File: src/clock_pkg.sv
// Shared types and constants for the 12-hour wall clock.
// Holds the BCD time record, the setup field and FSM enums,
// the button pulse bundle, the segment array and the digit limits.

`default_nettype none

package clock_pkg;

    // Six BCD digits, tens of hours in the top nibble.
    typedef struct packed {
        logic [3:0] h1;
        logic [3:0] h0;
        logic [3:0] m1;
        logic [3:0] m0;
        logic [3:0] s1;
        logic [3:0] s0;
    } time_bcd_t;

    typedef enum logic [1:0] {
        FIELD_HR  = 2'd0,
        FIELD_MIN = 2'd1,
        FIELD_SEC = 2'd2
    } field_e;

    typedef enum logic [1:0] {
        ST_INIT  = 2'd0,
        ST_RUN   = 2'd1,
        ST_SETUP = 2'd2
    } clock_state_e;

    // One-cycle pulses out of the input synchronizer.
    typedef struct packed {
        logic adjust;
        logic mode;
        logic toggle;
        logic tick;
    } button_pulse_t;

    // Index 5 drives the tens-of-hours digit, index 0 the seconds units.
    // Patterns are active high with segment a in bit 0.
    typedef logic [5:0][6:0] segments_t;

    localparam logic [6:0] SEG_BLANK = 7'h00;

    localparam logic [3:0] MAX_HOUR_TENS         = 4'd1;
    localparam logic [3:0] MAX_HOUR_UNITS_AT_TEN = 4'd2; // units limit once the tens read 1.
    localparam logic [3:0] MAX_MIN_TENS          = 4'd5;
    localparam logic [3:0] MAX_SEC_TENS          = 4'd5;

    localparam time_bcd_t RESET_TIME = '{
        h1: 4'd1,
        h0: 4'd2,
        m1: 4'd0,
        m0: 4'd0,
        s1: 4'd0,
        s0: 4'd0
    };

endpackage

`default_nettype wire

File: src/input_sync.sv
// Input conditioning for the three push-buttons and the 1 Hz square wave.
// Two-flop synchronizers, a previous-value flop and registered
// rising-edge pulses, one bit per input.

`default_nettype none

module input_sync (
    input  logic                     CLK_50,
    input  logic                     reset,
    input  logic                     adjust,
    input  logic                     mode,
    input  logic                     toggle,
    input  logic                     clk_1hz,
    output clock_pkg::button_pulse_t pulses
);

    logic [3:0] raw;        // same bit order as the pulse struct.
    logic [3:0] sync_1;
    logic [3:0] sync_2;
    logic [3:0] prev;
    logic [3:0] pulse_bits;

    assign raw = {adjust, mode, toggle, clk_1hz};

    always_ff @(posedge CLK_50) begin
        if (reset) begin
            sync_1 <= 4'b0000;
            sync_2 <= 4'b0000;
            prev   <= 4'b0000;
            pulses <= '0;
        end else begin
            sync_1 <= raw;               // first stage may go metastable.
            sync_2 <= sync_1;
            prev   <= sync_2;
            pulses <= sync_2 & ~prev;    // high only on the cycle after a rise.
        end
    end

    assign pulse_bits = pulses;

    // Raw levels stay high and low for at least 4 cycles each, so two
    // pulses of one input are at least 8 cycles apart.
    a_pulse_spacing: assert property (
        @(posedge CLK_50) disable iff (reset)
        (pulse_bits & ($past(pulse_bits, 1) | $past(pulse_bits, 2) | $past(pulse_bits, 3) |
                       $past(pulse_bits, 4) | $past(pulse_bits, 5) | $past(pulse_bits, 6) |
                       $past(pulse_bits, 7))) == 4'b0000
    );

endmodule

`default_nettype wire

File: src/field_select.sv
// Setup field selector.
// Rotates hours, minutes, seconds on mode pulses while the clock is
// being set and falls back to hours as soon as setup ends.

`default_nettype none

module field_select (
    input  logic              CLK_50,
    input  logic              reset,
    input  logic              setting,
    input  logic              mode_pulse,
    output clock_pkg::field_e field
);

    import clock_pkg::*;

    field_e field_q;

    always_ff @(posedge CLK_50) begin
        if (reset) begin
            field_q <= FIELD_HR;
        end else if (!setting) begin
            field_q <= FIELD_HR;           // every setup session starts on hours.
        end else if (mode_pulse) begin
            case (field_q)
                FIELD_HR:  field_q <= FIELD_MIN;
                FIELD_MIN: field_q <= FIELD_SEC;
                default:   field_q <= FIELD_HR;
            endcase
        end
    end

    // Outside setup the output reads hours at once, even in the cycle
    // where the register is still being cleared.
    assign field = setting ? field_q : FIELD_HR;

    a_field_legal: assert property (
        @(posedge CLK_50) disable iff (reset)
        field inside {FIELD_HR, FIELD_MIN, FIELD_SEC}
    );

endmodule

`default_nettype wire

File: src/time_keeper.sv
// Time keeping core of the clock.
// Run/setup FSM, the six BCD time registers with the seconds to
// minutes to hours carry chain, and the rules for setting each field.

`default_nettype none

module time_keeper (
    input  logic                     CLK_50,
    input  logic                     reset,
    input  clock_pkg::button_pulse_t pulses,
    input  clock_pkg::field_e        field,
    output logic                     setting,
    output clock_pkg::time_bcd_t     cur_time
);

    import clock_pkg::*;

    clock_state_e state;
    clock_state_e state_next;
    time_bcd_t    time_next;
    logic         sec_wrap;
    logic         min_wrap;

    // Counts a two-digit BCD field through 00..(max_tens)9 and back to 00.
    function automatic logic [7:0] next_sixty(
        input logic [3:0] tens,
        input logic [3:0] units,
        input logic [3:0] max_tens
    );
        logic [7:0] result;
        if (units == 4'd9) begin
            if (tens == max_tens) begin
                result = 8'h00;
            end else begin
                result = {tens + 4'd1, 4'd0};
            end
        end else begin
            result = {tens, units + 4'd1};
        end
        return result;
    endfunction

    // Hour runs 1..12, there is no zero hour.
    function automatic logic [7:0] next_hour(
        input logic [3:0] h1,
        input logic [3:0] h0
    );
        logic [7:0] result;
        if (h1 == MAX_HOUR_TENS && h0 == MAX_HOUR_UNITS_AT_TEN) begin
            result = {4'd0, 4'd1};
        end else if (h0 == 4'd9) begin
            result = {h1 + 4'd1, 4'd0};
        end else begin
            result = {h1, h0 + 4'd1};
        end
        return result;
    endfunction

    assign sec_wrap = (cur_time.s1 == MAX_SEC_TENS) && (cur_time.s0 == 4'd9);
    assign min_wrap = (cur_time.m1 == MAX_MIN_TENS) && (cur_time.m0 == 4'd9);
    assign setting  = (state == ST_SETUP);

    always_comb begin
        case (state)
            ST_INIT:  state_next = ST_RUN;
            ST_RUN:   state_next = pulses.adjust ? ST_SETUP : ST_RUN;
            ST_SETUP: state_next = pulses.adjust ? ST_RUN : ST_SETUP;
            default:  state_next = ST_INIT;
        endcase
    end

    always_comb begin
        time_next = cur_time;
        if (state == ST_RUN && pulses.tick) begin
            {time_next.s1, time_next.s0} = next_sixty(cur_time.s1, cur_time.s0,
                                                      MAX_SEC_TENS);
            if (sec_wrap) begin
                {time_next.m1, time_next.m0} = next_sixty(cur_time.m1, cur_time.m0,
                                                          MAX_MIN_TENS);
                if (min_wrap) begin
                    {time_next.h1, time_next.h0} = next_hour(cur_time.h1, cur_time.h0);
                end
            end
        end else if (state == ST_SETUP && pulses.toggle) begin
            case (field)
                FIELD_SEC: begin
                    time_next.s1 = 4'd0;
                    time_next.s0 = 4'd0;
                end
                FIELD_MIN: begin
                    // Minutes wrap on their own here, the hour is left alone.
                    {time_next.m1, time_next.m0} = next_sixty(cur_time.m1, cur_time.m0,
                                                              MAX_MIN_TENS);
                end
                default: begin
                    {time_next.h1, time_next.h0} = next_hour(cur_time.h1, cur_time.h0);
                end
            endcase
        end
    end

    always_ff @(posedge CLK_50) begin
        if (reset) begin
            state    <= ST_INIT;
            cur_time <= RESET_TIME;
        end else begin
            state    <= state_next;
            cur_time <= time_next;
        end
    end

    a_digits_in_range: assert property (
        @(posedge CLK_50) disable iff (reset)
        cur_time.s0 <= 4'd9 && cur_time.s1 <= MAX_SEC_TENS &&
        cur_time.m0 <= 4'd9 && cur_time.m1 <= MAX_MIN_TENS &&
        cur_time.h0 <= 4'd9 && cur_time.h1 <= MAX_HOUR_TENS
    );

    a_hour_legal: assert property (
        @(posedge CLK_50) disable iff (reset)
        {cur_time.h1, cur_time.h0} != 8'h00 &&
        (cur_time.h1 < MAX_HOUR_TENS || cur_time.h0 <= MAX_HOUR_UNITS_AT_TEN)
    );

    // Ticks arriving in setup must not move the time.
    a_setup_holds_time: assert property (
        @(posedge CLK_50) disable iff (reset)
        (state == ST_SETUP && !pulses.toggle) |=> $stable(cur_time)
    );

endmodule

`default_nettype wire

File: src/digit_display.sv
// Seven-segment output stage for the six clock digits.
// Decodes each BCD digit, blanks a leading zero in the tens of hours
// and registers the whole pattern.

`default_nettype none

module digit_display (
    input  logic                 CLK_50,
    input  logic                 reset,
    input  clock_pkg::time_bcd_t cur_time,
    output clock_pkg::segments_t segments
);

    import clock_pkg::*;

    logic [5:0][3:0] digits;     // digits[5] is the tens of hours.
    segments_t       seg_next;

    // Active high, segment a in bit 0, g in bit 6.
    function automatic logic [6:0] seg7(input logic [3:0] digit);
        logic [6:0] pattern;
        case (digit)
            4'd0:    pattern = 7'h3F;
            4'd1:    pattern = 7'h06;
            4'd2:    pattern = 7'h5B;
            4'd3:    pattern = 7'h4F;
            4'd4:    pattern = 7'h66;
            4'd5:    pattern = 7'h6D;
            4'd6:    pattern = 7'h7D;
            4'd7:    pattern = 7'h07;
            4'd8:    pattern = 7'h7F;
            4'd9:    pattern = 7'h6F;
            default: pattern = SEG_BLANK;
        endcase
        return pattern;
    endfunction

    assign digits = cur_time;

    always_comb begin
        for (int i = 0; i < 6; i++) begin
            seg_next[i] = seg7(digits[i]);
        end
        if (digits[5] == 4'd0) begin
            seg_next[5] = SEG_BLANK;     // single-digit hours show no leading zero.
        end
    end

    always_ff @(posedge CLK_50) begin
        if (reset) begin
            segments <= {6{SEG_BLANK}};  // dark for the reset cycles.
        end else begin
            segments <= seg_next;
        end
    end

endmodule

`default_nettype wire

File: src/clock_top.sv
// Top level of the 12-hour wall clock.
// Connects the input synchronizer, the field selector, the time keeper
// and the seven-segment display stage.

`default_nettype none

module clock_top (
    input  logic                 CLK_50,
    input  logic                 reset,
    input  logic                 adjust,
    input  logic                 mode,
    input  logic                 toggle,
    input  logic                 clk_1hz,
    output clock_pkg::time_bcd_t cur_time,
    output clock_pkg::field_e    field,
    output logic                 setting,
    output clock_pkg::segments_t segments
);

    import clock_pkg::*;

    button_pulse_t pulses;

    input_sync sync_i (
        .CLK_50  (CLK_50),
        .reset   (reset),
        .adjust  (adjust),
        .mode    (mode),
        .toggle  (toggle),
        .clk_1hz (clk_1hz),
        .pulses  (pulses)
    );

    field_select select_i (
        .CLK_50     (CLK_50),
        .reset      (reset),
        .setting    (setting),
        .mode_pulse (pulses.mode),
        .field      (field)
    );

    time_keeper keeper_i (
        .CLK_50   (CLK_50),
        .reset    (reset),
        .pulses   (pulses),
        .field    (field),
        .setting  (setting),
        .cur_time (cur_time)
    );

    digit_display display_i (
        .CLK_50   (CLK_50),
        .reset    (reset),
        .cur_time (cur_time),
        .segments (segments)
    );

endmodule

`default_nettype wire

File: config.mk
export PLATFORM = sky130hd
export DESIGN_NAME = clock_top
export DESIGN_NICKNAME = d
export VERILOG_FILES = /design/src/clock_pkg.sv /design/src/input_sync.sv /design/src/field_select.sv /design/src/time_keeper.sv /design/src/digit_display.sv /design/src/clock_top.sv
export SDC_FILE = /design/constraint.sdc
export NUM_CORES = 1
export LEC_CHECK = 0
export ABC_AREA = 1
export BUFFER_PORTS_ARGS = -buffer_cell sky130_fd_sc_hd__buf_2
export CORE_MARGIN = 1.5
export CORE_UTILIZATION = 25
export DETAILED_ROUTE_END_ITERATION = 16
export MAX_ROUTING_LAYER = met4
export PLACE_DENSITY = 0.51
export SLEW_MARGIN = 20
export SYNTH_ARGS = -nofsm -noshare
export SYNTH_HDL_FRONTEND = slang
export SYNTH_SLANG_ARGS = --single-unit
File: constraint.sdc
create_clock -name CLK_50 -period 1.4 [get_ports CLK_50]
set_input_delay 0.07 -clock CLK_50 [delete_from_list [all_inputs] [get_ports CLK_50]]
set_output_delay 0.07 -clock CLK_50 [all_outputs]
set_load 0.01 [all_outputs]
* After elaboration in Yosys (flattened, before gate mapping)
Memories as Yosys holds them, arrays and structs flattened. A register that Yosys moved wholly into a read port is not among the register bits. Cells that the tools add are included.
Cells by class: add/sub/neg operators 6, $mul 0, divide/modulo/power cells 0, order comparisons 0, equal/unequal tests 16, shift operators 0, mux-type cells 18, bitwise operators 3, reductions and logical operators 18
Operators by type and width (number):
- $mux W8 | 10
- $mux W24 | 2
- $add A4 B1 Y4 const B | 6
- $mux W16 | 1
- $eq A4 B4 Y1 const B | 3
- $eq A4 B3 Y1 const B | 2
- $eq A2 B1 Y1 const B | 3
- $mux W2 | 3
- $ne A2 B1 Y1 const B | 3
- $pmux W2 S3 | 1
- $reduce_and A3 Y1 | 2
- $reduce_bool A2 Y1 | 3
- $reduce_or A2 Y1 | 3
- $logic_and A1 B1 Y1 | 5
- $and A4 B4 Y4 | 1
- $eq A2 B2 Y1 const B | 2
- $eq A4 B1 Y1 const B | 1
- $eq A4 B2 Y1 const B | 1
- $logic_not A2 Y1 | 2
- $logic_not A4 Y1 | 1
- $not A4 Y4 | 1
- $pmux W2 S2 | 1
- $reduce_and A4 Y1 | 1
- $ne A2 B2 Y1 const B | 1
- 2 further kinds | 2
Storage, ports and cells: register bits 44, bits in latches 0, RAM bits 0, bits in read-only memories 672, input bits 6, output and inout bits 69, word-level logic and storage cells 82, memories kept 6
Memory list:
- (no name shown) | depth 16, bits a word 7, rd ports 1, clocked after Yosys merged registers in 1, write ports 0, RTL line digit_display.sv:22 | case (digit)
- (no name shown) | depth 16, bits a word 7, rd ports 1, clocked after Yosys merged registers in 1, write ports 0, RTL line digit_display.sv:22
- (no name shown) | depth 16, bits a word 7, rd ports 1, clocked after Yosys merged registers in 1, write ports 0, RTL line digit_display.sv:22
- (no name shown) | depth 16, bits a word 7, rd ports 1, clocked after Yosys merged registers in 1, write ports 0, RTL line digit_display.sv:22
- (no name shown) | depth 16, bits a word 7, rd ports 1, clocked after Yosys merged registers in 1, write ports 0, RTL line digit_display.sv:22
- (no name shown) | depth 16, bits a word 7, rd ports 1, clocked after Yosys merged registers in 1, write ports 0, RTL line digit_display.sv:22

* Logic depth before layout (Yosys ltp)
depth in word-level cells 7, gate-level depth with buffers 13, mapped depth without buffers 13

* Cells and area by module
A second synthesis with hierarchy kept.
Unflattened totals: cell total of the unflattened synthesis 548, area total of the unflattened synthesis 4137.7 um^2
By module, submodules not included:
- digit_display | times used 1, cells an instance 267, area each 2073.2 um^2
- time_keeper | times used 1, cells an instance 217, area each 1491.4 um^2
- input_sync | times used 1, cells an instance 46, area each 467.9 um^2
- field_select | times used 1, cells an instance 18, area each 105.1 um^2

* Worst setup path before layout
No wires, ideal clock.
path type reg2reg, from reg keeper_i.state[1], to reg keeper_i.cur_time[20] (netlist name), arrival 1.622 ns, path slack -0.342 ns, stages on the path, launching flop included 12, period minus slack after synthesis 1.742 ns, cell sequence dfxtp_1 -> inv_1 -> nor2_4 -> inv_1 -> nor2_1 -> ha_1 -> nand2_1 -> nand2_1 -> nand2_4 -> clkinv_2 -> nand3_1 -> nand3_1
Between the ends: longest elaborated chain between the ends 6, elaborated cells between the ends (all ways) 14, those cells by class eq/ne (7); mux (2); reduce/logical (5)
RTL lines:
- from (decl) | RTL line time_keeper.sv:18 | clock_state_e state;
- from (signal assigned) | RTL line time_keeper.sv:107 | state <= state_next;
- $eq A2 B2 Y1 (*) | RTL line time_keeper.sv:61 | assign setting = (state == ST_SETUP);
- via setting | RTL line clock_top.sv:16 | output logic setting,
- $mux W2 (*) | RTL line field_select.sv:35 | assign field = setting ? field_q : FIELD_HR;
- via field[1] | RTL line clock_top.sv:15 | output clock_pkg::field_e field,
- $eq A2 B2 Y1 or $eq A2 B1 Y1 (tied branches) | RTL line time_keeper.sv:85 | case (field)
- $reduce_or A2 Y1 (no line) (*)
- $ne A2 B1 Y1 (no line) (*)
- $reduce_and A4 Y1 (no line) (*)
The timed path passes the listed nets; every way through them passes the cells marked *. A chain may end at the register's enable or synchronous reset.

* Worst setup path in the final report
from reg keeper_i.state[1], to reg keeper_i.cur_time[7] (netlist name)
Between the ends: longest elaborated chain between the ends 5, elaborated cells between the ends (all ways) 11, those cells by class eq/ne (4); mux (2); reduce/logical (5)
RTL lines (RTL line):
- $eq A2 B2 Y1 | time_keeper.sv:61, time_keeper.sv:84
- $mux W2 | field_select.sv:35
- $eq A2 B2 Y1 | time_keeper.sv:85
- $reduce_bool A2 Y1 (no line)
- $reduce_and A3 Y1 (no line)
Parallel ways exist; a longest one is shown, timed or not.

==> run_results.csv <==
group,metric,value,unit
cells_and_area,final_nets,712,
sta,finalHoldViolations,0,
setup_path,worstSetupEndpointType,"register",
logic_synthesis,synth_cells,500,
global_route,grt_pass1_wl,15600,µm
routing,drt_iter0_drc,106,
global_route,grt_pass1_vias,3434,
setup_path,path_cells,"inv_2, nor2_4, inv_2, nor2_4, ha_4, nand3_4, nand2_4, nand2_4, nand2_4, and2_4, nor2_1",
global_route,use_met2,0.201,
routing,drc,0,
cells_and_area,layout_common_cells,"dfxtp_1 (75), buf_4 (75), buf_2 (73)",
setup_path,cp-start-kind,"register",
placement,placedCellCount,845,
logic_synthesis,ys_seq_area_frac,0.421,
routing,vias_per_cell,4.22,
floorplanning,dieArea,17100,µm²
routing,via_count,3715,
routing,drt-total-wl,9950,µm
clock_network,clock_latency,350,ps
logic_synthesis,async_flop_share,0,
routing,wl_per_cell,11.3,µm
sta,slew_headroom,0.618,
logic_synthesis,synth_flop_cell,"dfxtp_1",
floorplanning,die_w,131,µm
setup_path,cp_slowest_cell,"dfxtp_2",
setup_path,cp_data_arrival_time,1690,ps
setup_path,cp_common_cell,"nand2_4",
setup_path,crit_fanout,4,
floorplanning,pin_count,75,
global_route,grtUsageMet3,0.0265,
clock_network,tritoncts,"yes",
clock_network,path_clk_slew,70,ps
placement,globalplace.congestion,0.824,
logic_synthesis,yosys_register_bits,86,
sta,final.setup_skew,7.09,ps
clock_network,cts_buffer_depth,2,
logic_synthesis,ys.warnings.count,0,
sta,min_period_over_period,1.03,
setup_path,path_buf_inv,2,
global_route,met1_usage,0.137,
flow_run,maxCapViolCount,0,
outcome,violations,"negative setup slack",
logic_synthesis,synth_cell_types,33,
routing,antenna_left,0,
sta,setup-violations-final,12,
setup_path,cp_slowest_stage_delay,320,ps
global_route,grt-busiest-layer,"met2",
outcome,status,"complete, but fails checks",
logic_synthesis,synth_area_leaders,"dfxtp_1 (42%), ha_1 (14%), nand2_1 (7.2%), a21oi_1 (6.4%), nor2_1 (5.4%)",
cells_and_area,area_growth,47.0,%
clock_network,numCtsBuffers,9,
sta,rsz0062_at_grt,"yes",
global_route,antenna_found_initial,0,
sta,setup_ws,-45.8,ps
logic_synthesis,synth_edf_count,0,
routing,drtPass1Iterations,5,
setup_path,crit_required,1640,ps
placement,dp_hpwl,6980,µm
floorplanning,fp.coreArea,15900,µm²
sta,timing.fmax,0.692,GHz
setup_path,r2r_slack,-50,ps
setup_path,cpLargestDelayFamily,"simple AND/OR/NAND/NOR gates",
clock_network,cts_sinks,86,
logic_synthesis,synth_nets,553,
clock_network,cts-root-buf,"clkbuf_16",
floorplanning,die_h,131,µm
clock_network,cts_max_level,3,
power,ir_worst_vdd,0.603,mV
cells_and_area,fillCellCount,1651,
sta,period_needed,1450,ps
cells_and_area,drive_above_1_share,0.417,
logic_synthesis,synth_area_per_cell,8.18,µm²
logic_synthesis,syn_area,4090,µm²
cells_and_area,fin_cells,880,
cells_and_area,diodes,0,
floorplanning,start_util,0.257,
global_route,grt_usage,0.121,
power,p_per_area,935,nW/µm²
global_route,grt_max_degree,46,
sta,setup_tns,-283,ps
floorplanning,rows,46,
sta,maxSlewViolCount,0,
global_route,gr-total-overflow,0,
logic_synthesis,yosysTopAreaCell,"dfxtp_1",
sta,worst_slew_pin_slew,573,ps
worst_hold_path,holdCritPathClass,"in -> reg",
power,p_leak,2.89,nW
setup_path,worstSetupPathType,"reg -> reg",
logic_synthesis,yosys.area.top_type_share,0.421,
placement,port_buffers,74,
-- worst register-to-register path: cells and delay by family (launching register included) --
kind                     cells  cell delay (ps)
buffers and inverters        2              100
adder cells (fa/ha/maj)      1              160
flip-flops                   1              320
AND/OR/NAND/NOR              8              780
-- stage by stage --
stage / setup WS, ps / total power, mW / utilization / instance area (µm²) / hold slack [ps]
after floorplan: -183 / 2.72 / - / 4130 / 177
after global placement: -81.8 / 2.82 / 0.326 / 5200 / 277
after detailed placement: -111 / 2.83 / 0.326 / 5200 / 283
after CTS: -43.6 / 5.70 / 0.358 / 5710 / 65.7
after global routing: -148 / 5.85 / 0.377 / 6010 / 83.6
final: -45.8 / 5.62 / 0.377 / 6010 / 74.0
-- kinds of logic (layout without fill, tap and decap cells) --
family | count (synthesis) | after routing | share of synthesized area
simple gates | 203 | 203 | 0.234
compound gates | 94 | 94 | 0.126
flops | 86 | 86 | 0.421
fa+ha+maj | 47 | 47 | 0.144
buf+inv | 65 | 229 | 0.0642
xor+xnor | 5 | 5 | 0.0107
-- sequential cells by signal, indices dropped and copies added, names as in the netlist --
| signal | flops |
|---|---|
| sync_i.pulses | 4 |
| display_i.segments | 42 |
| sync_i.sync_1 | 4 |
| keeper_i.state | 2 |
| sync_i.sync_2 | 4 |
| keeper_i.cur_time | 24 |
| select_i.field_q | 2 |
| sync_i.prev | 4 |
-- path summary, 6_finish.rpt --
| check | startpoint | to | depth (start not counted) |
|---|---|---|---|
| worst max register to register | keeper_i.state[1] | keeper_i.cur_time[7] | 11 |
| worst max-delay path | keeper_i.state[1] | keeper_i.cur_time[7] | 11 |
| worst min register to register | sync_i.prev[0] | sync_i.pulses[0] | 1 |
| worst min-delay path | reset | display_i.segments[32] | 3 |
-- synth_stat cells (6+ instances only) --
master / number
nand3_1: 20
nor2_1: 59
nand2_2: 12
inv_1: 49
nand2_1: 78
ha_1: 47
a21oi_1: 52
o21ai_0: 24
clkbuf_1: 6
nor3_1: 14
dfxtp_1: 86
-- cell type report --
cell class / count / area (µm²) / area share
well taps: 216 / 270 / 0.0449
repair buffers: 157 / 1020 / 0.170
inverters: 56 / 229 / 0.0381
clock buffers: 13 / 260 / 0.0433
flip-flops and latches: 86 / 1740 / 0.289
multi-input cells: 349 / 2400 / 0.399
clock inverters: 3 / 90.1 / 0.0150
-- layer usage --
metal | routed length, µm | share of wire
met5 | 0 | 0
met4 | 203 | 0.020
met3 | 332 | 0.033
met2 | 4900 | 0.49
met1 | 4510 | 0.45
-- where the power goes --
group	switching [mW]	internal, mW
combinational	0.151	0.112
clock	0.982	1.84
sequential	0.0194	2.52
-- timing repair --
item	CTS	global route
endpoints found under the hold margin	4	0
hold buffers	4	0
setup endpoints to repair	26	32
gates resized for setup	23	61
pin swaps	12	19
buffers inserted	6	9
(Power assumes the default switching activity.)
